**config.mk**
```make
export PLATFORM = sky130hd
export DESIGN_NAME = dmb_trig_top
export DESIGN_NICKNAME = d
export VERILOG_FILES = /design/src/dmb_trig_pkg.sv /design/src/dmb_trig_top.sv /design/src/trg_timer.sv /design/src/trig_encoder.sv /design/src/cal_pulse.sv /design/src/reset_seq.sv
export SDC_FILE = /design/constraint.sdc
export NUM_CORES = 1
export LEC_CHECK = 0
export ABC_CLOCK_PERIOD_IN_PS = 1600
export BUFFER_PORTS_ARGS = -buffer_cell sky130_fd_sc_hd__buf_4
export CORE_ASPECT_RATIO = 0.5
export CORE_MARGIN = 2
export CORE_UTILIZATION = 50
export CTS_CLUSTER_DIAMETER = 60
export CTS_CLUSTER_SIZE = 20
export DETAILED_ROUTE_END_ITERATION = 10
export HOLD_SLACK_MARGIN = 0.15
export PLACE_DENSITY = 0.75
export SYNTH_ARGS = -nofsm -noshare
export SYNTH_HDL_FRONTEND = slang
export SYNTH_HIERARCHICAL = 1
export SYNTH_SLANG_ARGS = --single-unit
```
**constraint.sdc**
```tcl
create_clock -name clkcms -period 1.6 [get_ports clkcms]
set_input_delay 0.16 -clock clkcms [delete_from_list [all_inputs] [get_ports clkcms]]
set_output_delay 0.16 -clock clkcms [all_outputs]
set_load 0.03 [all_outputs]
```
**src/dmb_trig_pkg.sv**
```systemverilog
package dmb_trig_pkg;

	// Front-end boards served by one motherboard
	localparam int NUM_FEB = 5;

	// One bit per front-end board
	typedef logic [NUM_FEB-1:0] feb_vec_t;

	////////////////////////////////////////////////////////////////////////////
	// Per-board trigger codes sent down the cable
	////////////////////////////////////////////////////////////////////////////

	typedef enum logic [2:0] {
		CODE_IDLE        = 3'b000,
		CODE_PRE_LCT     = 3'b001,
		CODE_L1A_NOMATCH = 3'b010,
		CODE_L1A_MATCH   = 3'b011,
		CODE_RESYNC      = 3'b111
	} trig_code_e;

	// Trigger inputs from the trigger control logic
	typedef struct packed {
		feb_vec_t pre_lct;
		feb_vec_t l1a_match;
		logic     l1a;
		logic     lct_any;
	} trig_in_t;

	// Bit-plane form, bit i of each plane belongs to board i
	typedef struct packed {
		feb_vec_t b0;
		feb_vec_t b1;
		feb_vec_t b2;
	} trig_enc_t;

	// Static configuration levels
	typedef struct packed {
		logic encode_en;
		logic cable_dly;
		logic cal_trg_sel;
		logic cal_gate_en;
	} trig_cfg_t;

	// Calibration commands, active low on the connector
	typedef struct packed {
		logic ped;
		logic inj;
		logic pls;
	} cal_cmd_t;

endpackage
```
**src/dmb_trig_top.sv**
```systemverilog
`timescale 1ns/1ns

module dmb_trig_top
	import dmb_trig_pkg::*;
#(
	parameter int FPGA_RST_CYCLES = 16,
	parameter int READY_CYCLES    = 64,
	parameter int POH_CYCLES      = 256,
	parameter int LCT_TMR_WIDTH   = 10,
	parameter int DAV_TMR_WIDTH   = 6
)
(
	input  logic                     clkcms,
	input  logic                     clr0,
	input  logic                     fpgaready_i,
	input  logic                     resync_i,
	input  trig_in_t                 trig_i,
	input  trig_cfg_t                cfg_i,
	input  cal_cmd_t                 cal_n_i,
	input  logic                     dav_i,
	input  logic                     dpush_i,
	input  logic                     tmr_clear_i,
	output trig_enc_t                trg_enc_o,
	output logic                     inj_pulse_o,
	output logic                     ext_pulse_o,
	output logic                     pedestal_o,
	output logic                     ctrl_ready_o,
	output logic [LCT_TMR_WIDTH-1:0] lct_l1a_time_o,
	output logic [DAV_TMR_WIDTH-1:0] dav_push_time_o
);

	logic fpga_rst;
	logic sys_rst;
	logic holdoff;

	////////////////////////////////////////////////////////////////////////////
	// Resets and holdoff
	////////////////////////////////////////////////////////////////////////////

	reset_seq #(
		.FPGA_RST_CYCLES(FPGA_RST_CYCLES),
		.READY_CYCLES   (READY_CYCLES),
		.POH_CYCLES     (POH_CYCLES)
	)
	reset_seq_i (
		.clkcms      (clkcms),
		.clr0        (clr0),
		.fpgaready_i (fpgaready_i),
		.resync_i    (resync_i),
		.fpga_rst_o  (fpga_rst),
		.sys_rst_o   (sys_rst),
		.ctrl_ready_o(ctrl_ready_o),
		.holdoff_o   (holdoff)
	);

	// Calibration commands
	cal_pulse cal_pulse_i (
		.clkcms       (clkcms),
		.clr0         (clr0),
		.sys_rst_i    (sys_rst),
		.cal_n_i      (cal_n_i),
		.cal_trg_sel_i(cfg_i.cal_trg_sel),
		.cal_gate_en_i(cfg_i.cal_gate_en),
		.inj_pulse_o  (inj_pulse_o),
		.ext_pulse_o  (ext_pulse_o),
		.pedestal_o   (pedestal_o)
	);

	// Trigger codes to the front-end boards
	trig_encoder trig_encoder_i (
		.clkcms     (clkcms),
		.clr0       (clr0),
		.fpga_rst_i (fpga_rst),
		.sys_rst_i  (sys_rst),
		.trig_i     (trig_i),
		.encode_en_i(cfg_i.encode_en),
		.cable_dly_i(cfg_i.cable_dly),
		.trg_enc_o  (trg_enc_o)
	);

	////////////////////////////////////////////////////////////////////////////
	// Latency timers
	////////////////////////////////////////////////////////////////////////////

	// LCT to L1A
	trg_timer #(
		.WIDTH(LCT_TMR_WIDTH)
	)
	lct_l1a_tmr_i (
		.clkcms   (clkcms),
		.clr0     (clr0),
		.holdoff_i(holdoff),
		.clear_i  (tmr_clear_i),
		.start_i  (trig_i.lct_any),
		.stop_i   (trig_i.l1a),
		.time_o   (lct_l1a_time_o)
	);

	// Data available to FIFO push
	trg_timer #(
		.WIDTH(DAV_TMR_WIDTH)
	)
	dav_push_tmr_i (
		.clkcms   (clkcms),
		.clr0     (clr0),
		.holdoff_i(holdoff),
		.clear_i  (tmr_clear_i),
		.start_i  (dav_i),
		.stop_i   (dpush_i),
		.time_o   (dav_push_time_o)
	);

endmodule

```
**src/trg_timer.sv**
```systemverilog
`timescale 1ns/1ns

module trg_timer #(
	parameter int WIDTH = 10
)
(
	input  logic             clkcms,
	input  logic             clr0,
	input  logic             holdoff_i,
	input  logic             clear_i,
	input  logic             start_i,
	input  logic             stop_i,
	output logic [WIDTH-1:0] time_o
);

	logic             running;
	logic [WIDTH-1:0] cnt;
	logic [WIDTH-1:0] cnt_next;

	// Saturating increment
	assign cnt_next = (cnt == '1) ? cnt : cnt + 1'b1;

	always_ff @(posedge clkcms or posedge clr0)
	begin
		if (clr0)
		begin
			running <= 1'b0;
			cnt     <= '0;
			time_o  <= '0;
		end
		else if (clear_i)
		begin
			running <= 1'b0;
			cnt     <= '0;
			time_o  <= '0;
		end
		else if (start_i && !holdoff_i)
		begin
			// Also restarts a measurement already in progress
			running <= 1'b1;
			cnt     <= '0;
		end
		else if (running)
		begin
			cnt <= cnt_next;
			if (stop_i)
			begin
				time_o  <= cnt_next;
				running <= 1'b0;
			end
		end
	end

endmodule

```
**src/trig_encoder.sv**
```systemverilog
`timescale 1ns/1ns

module trig_encoder
	import dmb_trig_pkg::*;
(
	input  logic      clkcms,
	input  logic      clr0,
	input  logic      fpga_rst_i,
	input  logic      sys_rst_i,
	input  trig_in_t  trig_i,
	input  logic      encode_en_i,
	input  logic      cable_dly_i,
	output trig_enc_t trg_enc_o
);

	trig_code_e feb_code [NUM_FEB];
	trig_enc_t  enc_next;
	trig_enc_t  enc_dly;
	trig_enc_t  enc_sel;
	logic       out_clr;

	// Per-board code in priority order
	always_comb
	begin
		for (int i = 0; i < NUM_FEB; i++)
		begin
			if (sys_rst_i)
				feb_code[i] = CODE_RESYNC;
			else if (trig_i.l1a && trig_i.l1a_match[i])
				feb_code[i] = CODE_L1A_MATCH;
			else if (trig_i.l1a)
				feb_code[i] = CODE_L1A_NOMATCH;
			else if (trig_i.pre_lct[i])
				feb_code[i] = CODE_PRE_LCT;
			else
				feb_code[i] = CODE_IDLE;
		end
	end

	// Split codes into bit planes, or pass raw bits when encoding is off
	always_comb
	begin
		if (encode_en_i)
		begin
			for (int i = 0; i < NUM_FEB; i++)
			begin
				enc_next.b0[i] = feb_code[i][0];
				enc_next.b1[i] = feb_code[i][1];
				enc_next.b2[i] = feb_code[i][2];
			end
		end
		else
		begin
			enc_next.b0 = trig_i.pre_lct;
			enc_next.b1 = trig_i.l1a_match & {NUM_FEB{trig_i.l1a}};
			enc_next.b2 = '0;
		end
	end

	////////////////////////////////////////////////////////////////////////////
	// Cable delay stage and output register
	////////////////////////////////////////////////////////////////////////////

	always_ff @(posedge clkcms or posedge clr0)
	begin
		if (clr0)
			enc_dly <= '0;
		else
			enc_dly <= enc_next;
	end

	assign enc_sel = cable_dly_i ? enc_dly : enc_next;

	// Output held at zero by board reset and by FPGA reset
	assign out_clr = clr0 | fpga_rst_i;

	always_ff @(posedge clkcms or posedge out_clr)
	begin
		if (out_clr)
			trg_enc_o <= '0;
		else
			trg_enc_o <= enc_sel;
	end

endmodule

```
**src/cal_pulse.sv**
```systemverilog
`timescale 1ns/1ns

module cal_pulse
	import dmb_trig_pkg::*;
(
	input  logic     clkcms,
	input  logic     clr0,
	input  logic     sys_rst_i,
	input  cal_cmd_t cal_n_i,
	input  logic     cal_trg_sel_i,
	input  logic     cal_gate_en_i,
	output logic     inj_pulse_o,
	output logic     ext_pulse_o,
	output logic     pedestal_o
);

	cal_cmd_t cal;
	cal_cmd_t cal_s1;
	logic     pls_s2;
	logic     sys_rst_q;
	logic     rst_le;
	logic     alt_en;
	logic     gate_on;

	// Connector lines are active low
	assign cal = cal_cmd_t'(~cal_n_i);

	assign rst_le  = sys_rst_i & ~sys_rst_q;
	assign gate_on = cal_trg_sel_i & cal_gate_en_i;

	// Alternating enable, restarted after every reset edge
	always_ff @(posedge clkcms or posedge clr0)
	begin
		if (clr0)
		begin
			sys_rst_q <= 1'b0;
			alt_en    <= 1'b0;
		end
		else
		begin
			sys_rst_q <= sys_rst_i;
			alt_en    <= rst_le ? 1'b0 : ~alt_en;
		end
	end

	////////////////////////////////////////////////////////////////////////////
	// Command synchronizing and pulse stretch
	////////////////////////////////////////////////////////////////////////////

	always_ff @(posedge clkcms or posedge clr0)
	begin
		if (clr0)
		begin
			cal_s1      <= '0;
			pls_s2      <= 1'b0;
			inj_pulse_o <= 1'b0;
			pedestal_o  <= 1'b0;
			ext_pulse_o <= 1'b0;
		end
		else
		begin
			cal_s1      <= cal;
			pls_s2      <= cal_s1.pls;
			inj_pulse_o <= cal_s1.inj;
			pedestal_o  <= cal_s1.ped;
			// Two-cycle pulse, every other cycle when gated
			ext_pulse_o <= (cal_s1.pls | pls_s2) & (alt_en | ~gate_on);
		end
	end

endmodule

```
**src/reset_seq.sv**
```systemverilog
`timescale 1ns/1ns

module reset_seq #(
	parameter int FPGA_RST_CYCLES = 16,
	parameter int READY_CYCLES    = 64,
	parameter int POH_CYCLES      = 256
)
(
	input  logic clkcms,
	input  logic clr0,
	input  logic fpgaready_i,
	input  logic resync_i,
	output logic fpga_rst_o,
	output logic sys_rst_o,
	output logic ctrl_ready_o,
	output logic holdoff_o
);

	localparam int RST_W = $clog2(FPGA_RST_CYCLES + 1);
	localparam int RDY_W = $clog2(READY_CYCLES + 1);
	localparam int POH_W = $clog2(POH_CYCLES + 1);

	logic             ready_s1;
	logic             ready_s2;
	logic             ready_le;
	logic [RST_W-1:0] rst_cnt;
	logic             rdy_run;
	logic [RDY_W-1:0] rdy_cnt;
	logic [POH_W-1:0] poh_cnt;

	// Board-ready synchronizer
	always_ff @(posedge clkcms or posedge clr0)
	begin
		if (clr0)
		begin
			ready_s1 <= 1'b0;
			ready_s2 <= 1'b0;
		end
		else
		begin
			ready_s1 <= fpgaready_i;
			ready_s2 <= ready_s1;
		end
	end

	// Edge taken one stage early so the reset starts with stage two
	assign ready_le = ready_s1 & ~ready_s2;

	////////////////////////////////////////////////////////////////////////////
	// FPGA reset pulse, fixed length
	////////////////////////////////////////////////////////////////////////////

	always_ff @(posedge clkcms or posedge clr0)
	begin
		if (clr0)
		begin
			fpga_rst_o <= 1'b0;
			rst_cnt    <= '0;
		end
		else if (ready_le && !fpga_rst_o)
		begin
			fpga_rst_o <= 1'b1;
			rst_cnt    <= '0;
		end
		else if (fpga_rst_o)
		begin
			if (rst_cnt == RST_W'(FPGA_RST_CYCLES - 1))
			begin
				fpga_rst_o <= 1'b0;
				rst_cnt    <= '0;
			end
			else
				rst_cnt <= rst_cnt + 1'b1;
		end
	end

	// Controller ready, dropped as soon as the board loses ready
	always_ff @(posedge clkcms or posedge clr0)
	begin
		if (clr0)
		begin
			rdy_run      <= 1'b0;
			rdy_cnt      <= '0;
			ctrl_ready_o <= 1'b0;
		end
		else if (ready_le)
		begin
			rdy_run      <= 1'b1;
			rdy_cnt      <= '0;
			ctrl_ready_o <= 1'b0;
		end
		else if (!ready_s2)
		begin
			rdy_run      <= 1'b0;
			rdy_cnt      <= '0;
			ctrl_ready_o <= 1'b0;
		end
		else if (rdy_run)
		begin
			if (rdy_cnt == RDY_W'(READY_CYCLES - 1))
			begin
				rdy_run      <= 1'b0;
				rdy_cnt      <= '0;
				ctrl_ready_o <= 1'b1;
			end
			else
				rdy_cnt <= rdy_cnt + 1'b1;
		end
	end

	// Power-on holdoff for the latency timers
	always_ff @(posedge clkcms or posedge clr0)
	begin
		if (clr0)
		begin
			holdoff_o <= 1'b0;
			poh_cnt   <= '0;
		end
		else if (ready_le && !fpga_rst_o)
		begin
			holdoff_o <= 1'b1;
			poh_cnt   <= '0;
		end
		else if (holdoff_o)
		begin
			if (poh_cnt == POH_W'(POH_CYCLES - 1))
				holdoff_o <= 1'b0;
			poh_cnt <= poh_cnt + 1'b1;
		end
	end

	// Resync request joins the FPGA reset
	assign sys_rst_o = fpga_rst_o | resync_i;

endmodule

```
==> qor.csv <==
metric;value;unit
Combinational Power Share;20.9;%
RSZ-0062 raised after global routing;false;
clk_lat worst skew;0.34;ns
period utilization;95.3;%
clk slew on worst S/H paths;0.06;ns
MaxCap Viol Count;0;
met3 WL;481;um
Routed WL;9.62;mm
Slew Viols, Final;0;
Peak VDD IR;0.600;mV
Congestion Overflow GR;0;
hpwl dp;6.52;mm
H-tree levels;3;
largest cells by area after synthesis;dfrtp_1 51%, a21oi_1 3.0%, nand2_1 2.7%;
Mapped Area;4490;um^2
die span in x;138;um
largest net degree at the start of global routing;28;
worst-margin pin slew;0.528;ns
fin crit period;1.53;ns
syn avg cell area;10.4;um^2
Final Setup Violations;0;
CTS tree;yes;
leakage;2.50;nW
Required @ worst endpoint;1.86;ns
hold path startpoint;trig_i[7];
DR vias;3549;
metal1 wirelength;4.52;mm
I/O Pins;61;
routed wire length on met2;4.52;mm
Slew HR;64.8;%
CP startpoint;lct_l1a_tmr_i/cnt[0];
status;finished, final reports clean;
final core occ;63.8;%
async set or reset register ratio after synthesis;100;%
Critical Path AT;1.78;ns
sw power;1.79;mW
Sink Count;92;
P&R area growth vs syn;23.6;%
root buffer cell;clkbuf_16;
most frequent cell after synthesis;dfrtp_1;
Residual DRC;0;
IO Port Bufs;60;
PwrDens;1080;nW/um^2
core region area;8710;um^2
crit path launch type;register;
layout cell share with drive strength beyond 1;24.6;%
Die Ht;71.0;um
Synth top cells by count;92 x dfrtp_1, 32 x nand2_1, 31 x nor2_1, 27 x a21oi_1, 22 x nand3_1;
vias per cell;5.60;
starting density of the core;51.6;%
Clock power frac;31.8;%
Post-CTS Setup Bufs;0;
GRT Overall Usage;20.6;%
switching share of total power;29.8;%
global-route wire length before repair;16.4;mm
final setup TNS;0;ns
endpoint class of the critical path;register;
fmax;656;MHz
Fin. Hold Viols;0;
Highest Signal Layer;met4;
Power, Total;6.02;mW
top_reg_cell synth;dfrtp_1;
CTS Buf Count;9;
Mapped Cells;432;
maximum clock insertion buffer count;2;
WL/cell;15.2;um
Internal;4.23;mW
vias in the first global route;3473;
Die ar.;9810;um^2
sequential cell area fraction in the yosys report;51.2;%
Synth cell types;62;
Hold Crit Class;primary input to register;
Antenna Nets Post-Route;0;
Synth Register Bits;92;
Seq pwr share;47.3;%
drt pass-1 iters;4;
Total Nets Final;544;
post-synth top area cell;dfrtp_1;
Site Rows;24;
Initial DRC Count;274;
Synth top area share;51.2;%
worst r2r src;lct_l1a_tmr_i/cnt[0];
Setup Skew;0.00478;ns
initial antenna violation count;0;
critical setup path kind;register to register;
number of synthesized flops with an enable pin;0;
YS warnings;6;
Syn Nets;464;
gpl congestion;0.872;
ant diodes;0;
worst-path fanout max;7;
per-stage QoR:
step	hold slack, ns	setup WS (ns)	cells	instance area [um^2]
3_5_place_dp	0.189	0.0143	602	5100
5_1_grt	0.187	0.00354	634	5550
6_report	0.166	0.0745	634	5550
4_1_cts	0.158	-0.00100	634	5530
2_1_floorplan	-0.0121	0.00987	432	4510
3_3_place_gp	0.188	0.0551	602	5100
repair_timing:
action | 4_1_cts | 5_1_grt
hold buffers | 16 | 0
setup endpoints to repair | 1 | 13
hold endpoints to repair | 110 | 0
gates cloned | 0 | 0
gates resized for setup | 0 | 7
metal layers:
| metal | track usage (%) | vias to the layer above |
|---|---|---|
| li1 | - | 1713 |
| met1 | 28.0 | 1737 |
| met2 | 32.7 | 88 |
| met3 | 5.89 | 11 |
| met4 | 6.58 | 0 |
| met5 | 0 | - |
cells by family after synthesis:
kind of cell,Yosys count,share of synthesized area (%)
buffers and inverters,47,4.98
AND/OR/NAND/NOR,165,21.3
AO/OA/AOI/OAI,101,16.4
XOR/XNOR,11,2.14
flip-flops,92,51.2
adder cells (fa/ha/maj),6,1.67
multiplexers,10,2.26
path summary, 6_finish.rpt:
kind / end / slack [ns] / depth (start not counted)
worst max-delay path: lct_l1a_tmr_i/cnt[3] / 0.07 / 5
worst min-delay path: trig_encoder_i/enc_dly[10] / 0.17 / 3
worst max register to register: lct_l1a_tmr_i/cnt[3] / 0.07 / 5
worst min register to register: cal_pulse_i/pedestal_o / 0.36 / 0
max in group asynchronous: dav_push_tmr_i/time_o[5] / 0.78 / 3
min in group asynchronous: cal_pulse_i/alt_en / 0.39 / 3
cell usage in the layout, fill, tap and decap left out, types with 10 or more instances in the layout:
cell,instances
dlygate4sd3_1,16
buf_4,78
nor3_1,19
o211ai_1,11
o21ai_0,13
inv_1,21
nand2b_1,10
nor2_1,30
dfrtp_1,91
a21oi_1,27
nand2_1,32
nand3_1,21
registers in the layout, summed over array words and instances (netlist names), 3 cells and up:
| register | flops |
|---|---|
| cal_pulse_i/cal_s1 | 3 |
| dav_push_tmr_i/cnt | 6 |
| dav_push_tmr_i/time_o | 6 |
| lct_l1a_tmr_i/cnt | 10 |
| lct_l1a_tmr_i/time_o | 10 |
| reset_seq_i/poh_cnt | 9 |
| reset_seq_i/rdy_cnt | 7 |
| reset_seq_i/rst_cnt | 5 |
| trig_encoder_i/enc_dly | 11 |
| trig_encoder_i/trg_enc_o | 11 |
critical path, cell delays in order (launching register included):
cell and delay, ns:
dfrtp_1 0.39, ha_2 0.23, nand3_4 0.13, o31ai_4 0.10, or3_2 0.47, a21oi_1 0.15
area by class of cell:
type / count / area [um^2]
fillers: 721 / 3150
flip-flops and latches: 92 / 2300
multi-input cells: 293 / 2010
repair buffers: 94 / 746
clock buffers: 14 / 254
well taps: 117 / 146
inverters: 22 / 82.6
clock inverters: 2 / 10.0
power groups by stage:
stage / registers [mW] / logic [mW] / clock network (mW)
after floorplan: 2.94 / 0.799 / 0
after global placement: 2.88 / 1.20 / 0
after detailed placement: 2.88 / 1.22 / 0
after CTS: 2.85 / 1.27 / 1.97
after global routing: 2.89 / 1.40 / 2.08
final: 2.85 / 1.26 / 1.92
Power figures use the tool's default switching activity.
